<file path="config.mk">
export PLATFORM = sky130hd
export DESIGN_NAME = nextPcUnit
export DESIGN_NICKNAME = d
export VERILOG_FILES = /design/src/common/rvIsaPkg.sv /design/src/execute/nextPcUnit.sv
export SDC_FILE = /design/constraint.sdc
export NUM_CORES = 1
export LEC_CHECK = 0
export BUFFER_PORTS_ARGS = -buffer_cell sky130_fd_sc_hd__buf_2
export CAP_MARGIN = 20
export CORE_ASPECT_RATIO = 0.7
export CORE_MARGIN = 2
export CORE_UTILIZATION = 40
export DETAILED_ROUTE_END_ITERATION = 8
export GPL_TIMING_DRIVEN = 0
export SYNTH_ARGS = -nofsm -noshare
export SYNTH_HDL_FRONTEND = slang
export SYNTH_SLANG_ARGS = --single-unit
export TNS_END_PERCENT = 30
</file>
<file path="constraint.sdc">
create_clock -name clk -period 4.2 [get_ports clk]
set_clock_uncertainty 0.2 [all_clocks]
set_input_delay 0.42 -clock clk [delete_from_list [all_inputs] [get_ports clk]]
set_output_delay 0.42 -clock clk [all_outputs]
set_load 0.02 [all_outputs]
</file>
<file path="src/common/rvIsaPkg.sv">
`default_nettype none

package rvIsaPkg;

    typedef logic [63:0] xlenWord_t;
    typedef logic [31:0] inst_t;
    typedef logic [4:0]  regAddr_t;
    typedef logic [2:0]  funct3_t;
    typedef logic [6:0]  funct7_t;

    // major opcodes, inst[6:0]
    typedef enum logic [6:0] {
        OP_LOAD   = 7'b0000011,
        OP_STORE  = 7'b0100011,
        OP_IMM    = 7'b0010011,
        OP_IMM32  = 7'b0011011,
        OP_OP     = 7'b0110011,
        OP_OP32   = 7'b0111011,
        OP_BRANCH = 7'b1100011,
        OP_JAL    = 7'b1101111,
        OP_JALR   = 7'b1100111,
        OP_LUI    = 7'b0110111,
        OP_AUIPC  = 7'b0010111
    } opcode_e;

    typedef enum logic [2:0] {
        BR_BEQ  = 3'b000,
        BR_BNE  = 3'b001,
        BR_BLT  = 3'b100,
        BR_BGE  = 3'b101,
        BR_BLTU = 3'b110,
        BR_BGEU = 3'b111
    } branchFunct_e;

    localparam funct3_t F3_ADD  = 3'b000;  // add, sub
    localparam funct3_t F3_SLL  = 3'b001;
    localparam funct3_t F3_SLT  = 3'b010;
    localparam funct3_t F3_SLTU = 3'b011;
    localparam funct3_t F3_XOR  = 3'b100;
    localparam funct3_t F3_SR   = 3'b101;  // srl, sra
    localparam funct3_t F3_OR   = 3'b110;
    localparam funct3_t F3_AND  = 3'b111;

    localparam funct3_t F3_MUL  = 3'b000;  // div/rem have funct3[2] set

    localparam funct7_t F7_BASE   = 7'b0000000;
    localparam funct7_t F7_ALT    = 7'b0100000;  // sub, sra
    localparam funct7_t F7_MULDIV = 7'b0000001;

endpackage

`default_nettype wire

</file>
<file path="src/execute/nextPcUnit.sv">
`default_nettype none
`timescale 1ns/100ps

module nextPcUnit #(
    parameter rvIsaPkg::xlenWord_t RESET_PC = 64'h8000_0000
) (
    input  logic                clk,
    input  logic                reset,
    input  logic                instValid,
    input  rvIsaPkg::inst_t     inst,
    input  rvIsaPkg::xlenWord_t rs1,
    input  rvIsaPkg::xlenWord_t rs2,
    input  rvIsaPkg::xlenWord_t immB,
    input  rvIsaPkg::xlenWord_t immJ,
    input  rvIsaPkg::xlenWord_t immI,
    input  rvIsaPkg::funct3_t   funct3,
    output rvIsaPkg::xlenWord_t pc
);
    import rvIsaPkg::*;

    opcode_e      opcode;
    branchFunct_e branchOp;
    logic         taken;
    xlenWord_t    pcPlus4;
    xlenWord_t    nextPc;

    assign opcode   = opcode_e'(inst[6:0]);
    assign branchOp = branchFunct_e'(funct3);
    assign pcPlus4  = pc + 64'd4;

    always_comb begin
        case (branchOp)
            BR_BEQ:  taken = (rs1 == rs2);
            BR_BNE:  taken = (rs1 != rs2);
            BR_BLT:  taken = $signed(rs1) < $signed(rs2);
            BR_BGE:  taken = $signed(rs1) >= $signed(rs2);
            BR_BLTU: taken = rs1 < rs2;
            BR_BGEU: taken = rs1 >= rs2;
            default: taken = 1'b0;  // 010/011 undefined, falls through
        endcase
    end

    always_comb begin
        case (opcode)
            OP_BRANCH: nextPc = taken ? pc + immB : pcPlus4;
            OP_JAL:    nextPc = pc + immJ;
            OP_JALR:   nextPc = (funct3 == 3'b000) ? ((rs1 + immI) & ~64'd1) : pcPlus4;
            default:   nextPc = pcPlus4;
        endcase
    end

    always_ff @(posedge clk) begin
        if (reset) begin
            pc <= RESET_PC;
        end else if (instValid) begin
            pc <= nextPc;
        end
    end

    // no compressed ISA, so targets must stay word aligned
    assert property (@(posedge clk) disable iff (reset) instValid |=> pc[1:0] == 2'b00);

endmodule

`default_nettype wire

</file>
# Word-level counts from Yosys, hierarchy flattened
# Cells that the tools add are included.
dict set report totals {
  wordCells 24
  register_bits 64
  input_bits 358
  output_inout_bits 64
}
dict set report op_classes {
  eq_ne 10
  muxes 4
  n_reduce_logical 1
  n_lt_le_gt_ge 4
  add_sub_neg 4
}
# op count
set op_table {}
lappend op_table {{adder 64 bit} 3}
lappend op_table {{one-hot mux 64 bit (3 select lines)} 1}
lappend op_table {{>= comparator 64 bit} 2}
lappend op_table {{< comparator 64 bit} 2}
lappend op_table {{2-to-1 mux 64 bit} 2}
lappend op_table {{adder 64 x 3 -> 64 bit, second input constant} 1}
lappend op_table {{== test 64 bit} 1}
lappend op_table {{inequality test 64 bit} 1}
lappend op_table {{== test 7 bit, second input constant} 3}
lappend op_table {{== test 3 bit, second input constant} 4}
lappend op_table {{one-hot mux 1 bit (6 select lines)} 1}
lappend op_table {{== test 3 x 1 -> 1 bit, second input constant} 1}
lappend op_table {{zero test 3 bit} 1}

# Logic depth before layout (Yosys ltp)
dict set report logic_depth {
  depth_word 4
  mapped_depth 14
  depth_no_buf 13
}

# Worst setup path after synthesis
# No wires, ideal clock.
dict set report synth_path {
  path_kind {register -> register}
  startpoint {reg pc[1]}
  endpoint {reg pc[59]}
  setup_ns 0.091
  period_less_slack_ns 3.808
  stages_incl_launch_ff 13
  arrival_ns 3.517
  path_slack_ns 0.392
  path_cell_list {dfxtp_1 -> ha_1 -> a211o_1 -> a2111oi_0 -> o311ai_1 -> o211ai_1 -> a211oi_1 -> o31ai_2 -> nor4_1 -> o31ai_2 -> xnor2_1 -> a2bb2oi_1 -> a311oi_1}
}
dict set report synth_via {
  elab_chain_cells 3
}
# element line
set synth_rtl {}
lappend synth_rtl {{start: declaration} nextPcUnit.sv:17} ;# output rvIsaPkg::xlenWord_t pc
lappend synth_rtl {{start signal: assignment} nextPcUnit.sv:56} ;# pc <= nextPc;
lappend synth_rtl {{adder 64 x 3 -> 64 bit / adder 64 bit (equally long branches)} {nextPcUnit.sv:29, nextPcUnit.sv:45}}
lappend synth_rtl {{2-to-1 mux 64 bit, on equally long branches} {nextPcUnit.sv:47, nextPcUnit.sv:45}}
lappend synth_rtl {{one-hot mux 64 bit (3 select lines) (*)} nextPcUnit.sv:44} ;# case (opcode)
# Mark *: on every way between the ends. The rest lies on a longest branch, timed or not.
# A chain may end at the register's enable or synchronous reset.

# Worst setup path after layout
dict set report layout_path {
  startpoint {reg pc[26]}
  endpoint {reg pc[60]}
}
# Same word-level chain as after synthesis.

==> results.sh <==
export IMPL_leakage_nw=10.2
export IMPL_critPathArrivalTime_ns=4.19
export IMPL_area_growth_pct=20.3
export IMPL_rsz0062_at_grt="true"
export IMPL_io_pins=422
export IMPL_hold_start="pc[6]"
export IMPL_core_area_um2=44000
export IMPL_initial_core_util=0.407
export IMPL_top_layer_used="met5"
export IMPL_synthFlopType="dfxtp_1"
export IMPL_r2r_slack_ns=0.06
export IMPL_fin_crit_ns=4.14
export IMPL_syn_nets=3179
export IMPL_path_max_fanout=8
export IMPL_crit_chain="ha_1, clkbuf_1, nand4_1, nor4_4, o211ai_1, a211o_1, a31o_2, o21ai_1, o31ai_4, o41ai_2, xor2_1, nand2_1, a311oi_1"
export IMPL_synth_ff_latch_count=64
export IMPL_holdPathEnd="pc[6]"
export IMPL_min_path_cells=2
export IMPL_dieWidth_um=257
export IMPL_grt_pass1_vias=20700
export IMPL_design_area_um2=21500
export IMPL_grt_max_degree=11
export IMPL_row_count=64
export IMPL_async_flop_share=0
export IMPL_synth_edff_count=0
export IMPL_cts_root_buf="clkbuf_16"
export IMPL_cpPeakStageDelay_ns=0.65
export IMPL_drtAntennaViolNets=0
export IMPL_portBuffers=395
export IMPL_first_pass_iters=6
export IMPL_clkSinkCount=64
export IMPL_p_per_area_nw_per_um2=197
export IMPL_drive_above_1_share=0.182
export IMPL_via_count=22700
export IMPL_dieArea_um2=46500
export IMPL_start_kind="flop"
export IMPL_slowest_stage="dfxtp_1"
export IMPL_drv_cap=0
export IMPL_clk_pin_slew_ns=0.06
export IMPL_worstPathRequired_ns=4.25
export IMPL_clk_insertion_delay_late_ns=0.35
export IMPL_cp_end_kind="flop"
export IMPL_slew_violations=0
export IMPL_drc=0
export IMPL_post_drt_via_cell_ratio=6.31
export IMPL_syn_avg_cell_area_um2=6.98
export IMPL_die_h_um=181
export IMPL_period_share=0.986
export IMPL_synth_seq_area_share=0.0716
export IMPL_wl_met3_um=11100
export IMPL_met2WireLength_um=33700
export IMPL_cts_buffers=9
export IMPL_ir_drop_mv=0.137
export IMPL_outcome="finished, final reports clean"
export IMPL_reg2reg_from="pc[26]"
export IMPL_placed_cell_area_um2=20600
export IMPL_final_common_cell="buf_2"
export IMPL_cts_tree="done"
export IMPL_critPathTopFamily="compound AO/OA/AOI/OAI gates"
export IMPL_final_cell_mix="403 x buf_2, 278 x a21oi_1, 251 x ha_1, 242 x nand2_1, 180 x nor2_1"
export IMPL_overflow=0
export IMPL_nets=3604
export IMPL_synth_cells=2565
export IMPL_worstMarginPinSlew_ns=1.10
export IMPL_reg_top3="pc (64)"
export IMPL_synth_distinct_cells=85
export IMPL_cts_hold_buffers=0
export IMPL_fin_util=0.490
export IMPL_relSlewSlack=0.268
export IMPL_gp_congestion=0.999
export IMPL_clockBufferDepth=2
export IMPL_finalSetupViolCount=0
export IMPL_antenna_found_initial=5
export IMPL_worstReg2RegEnd="pc[60]"
export IMPL_max_freq_ghz=0.242
export IMPL_htreeDepth=3
export IMPL_wl_per_cell_um=23.9
export IMPL_critPathKind="flop to flop"
export IMPL_grt_pass1_wl_um=126000
export IMPL_routed_wl_um=85900
export IMPL_netlist_area_um2=17900
export IMPL_regMostFlops="pc"
export IMPL_yosys_warnings=0
export IMPL_reg2reg_depth=13
export IMPL_routedLengthMet1_um=39000
export IMPL_timing_final_hold_violations=0
export IMPL_first_iter_violations=2661
export IMPL_largest_reg_flops=64
export IMPL_path_buf_inv=1
export IMPL_grt_util_all_layers=0.350
export IMPL_hpwl_um=70800
export IMPL_hold_class="flop to flop"
## area by class of cell
class | instances | area, µm²
Timing Repair Buffer | 415 | 2130
Tap cell | 594 | 743
Sequential cell | 64 | 1290
Clock buffer | 13 | 260
Buffer | 122 | 508
Clock inverter | 3 | 40.0
Antenna cell | 4 | 10.0
Fill cell | 4575 | 22400
Multi-Input combinational cell | 2264 | 16100
Inverter | 114 | 428
## timing repair
action                     in CTS  in global routing
setup endpoints to repair      63                 54
buffers inserted               10                  5
cloned                          0                  2
resized for setup              30                 64
pin swaps                       7                 15
## through the flow
| stage | power (mW) | cells | TNS, ns | setup WS [ns] | hold WS, ns |
|---|---|---|---|---|---|
| 2_1_floorplan | 2.32 | 2565 | 0 | 0.392 | 0.398 |
| 3_3_place_gp | 3.22 | 3554 | -42.48 | -1.03 | 0.373 |
| 3_5_place_dp | 3.23 | 3557 | -42.80 | -1.13 | 0.379 |
| 4_1_cts | 4.07 | 3583 | -0.0451 | -0.0451 | 0.388 |
| 5_1_grt | 4.45 | 3590 | -0.164 | -0.0804 | 0.413 |
| 6_report | 4.23 | 3593 | 0 | 0.0606 | 0.390 |
## worst max path at each step
stage	start	endpoint	slack [ns]	cells past startpoint
after detailed placement	immB[1]	pc[63]	-1.13	13
final	pc[26]	pc[60]	0.06	13
after CTS	pc[32]	pc[60]	-0.05	13
after global placement	immB[1]	pc[63]	-1.03	13
after floorplan	pc[1]	pc[59]	0.39	12
after global routing	pc[26]	pc[60]	-0.08	13
## worst min-delay path, cell delays in order (launching register included)
cell,delay [ns]
dfxtp_1,0.39
nand2_1,0.10
a21oi_1,0.06
## per-layer routing
layer | vias to the layer above | track usage
li1 | 10600 | -
met1 | 10600 | 0.517
met2 | 1326 | 0.491
met3 | 128 | 0.0971
met4 | 4 | 0.0840
met5 | - | 0.0175
## synthesized netlist by cell type, types with 22 or more instances
library cell,count,area share
a21oi_1,280,0.078
ha_1,253,0.18
nand2_1,242,0.051
nor2_1,180,0.038
o21ai_0,157,0.044
xnor2_1,136,0.067
a21o_1,129,0.054
inv_1,114,0.024
clkbuf_1,111,0.023
nand3_1,95,0.027
xor2_1,90,0.044
nor3_1,68,0.019
dfxtp_1,64,0.072
nand4_1,62,0.022
a211oi_1,48,0.020
a221oi_1,45,0.022
o21bai_1,40,0.017
and3_1,32,0.011
o211ai_1,26,0.011
a311oi_1,25,0.012
o21a_1,25,0.010
a31oi_1,24,0.0084
o221ai_1,22,0.011
## power by group
group | leakage [nW] | switching [mW] | internal [mW]
clock | 0.150 | 0.329 | 0.492
sequential | 0.528 | 0.0976 | 0.639
combinational | 9.54 | 1.70 | 0.977
## logic make-up after synthesis
kind of cell / after synthesis / synth area share
adders and majority gates: 256 / 0.180
buffers and inverters: 237 / 0.0512
xor gates and xnor gates: 226 / 0.111
muxes: 15 / 0.00846
AOI/OAI and AO/OA: 965 / 0.362
and+or+nand+nor: 802 / 0.216
DFF: 64 / 0.0716
Power figures use the tool's default switching activity.
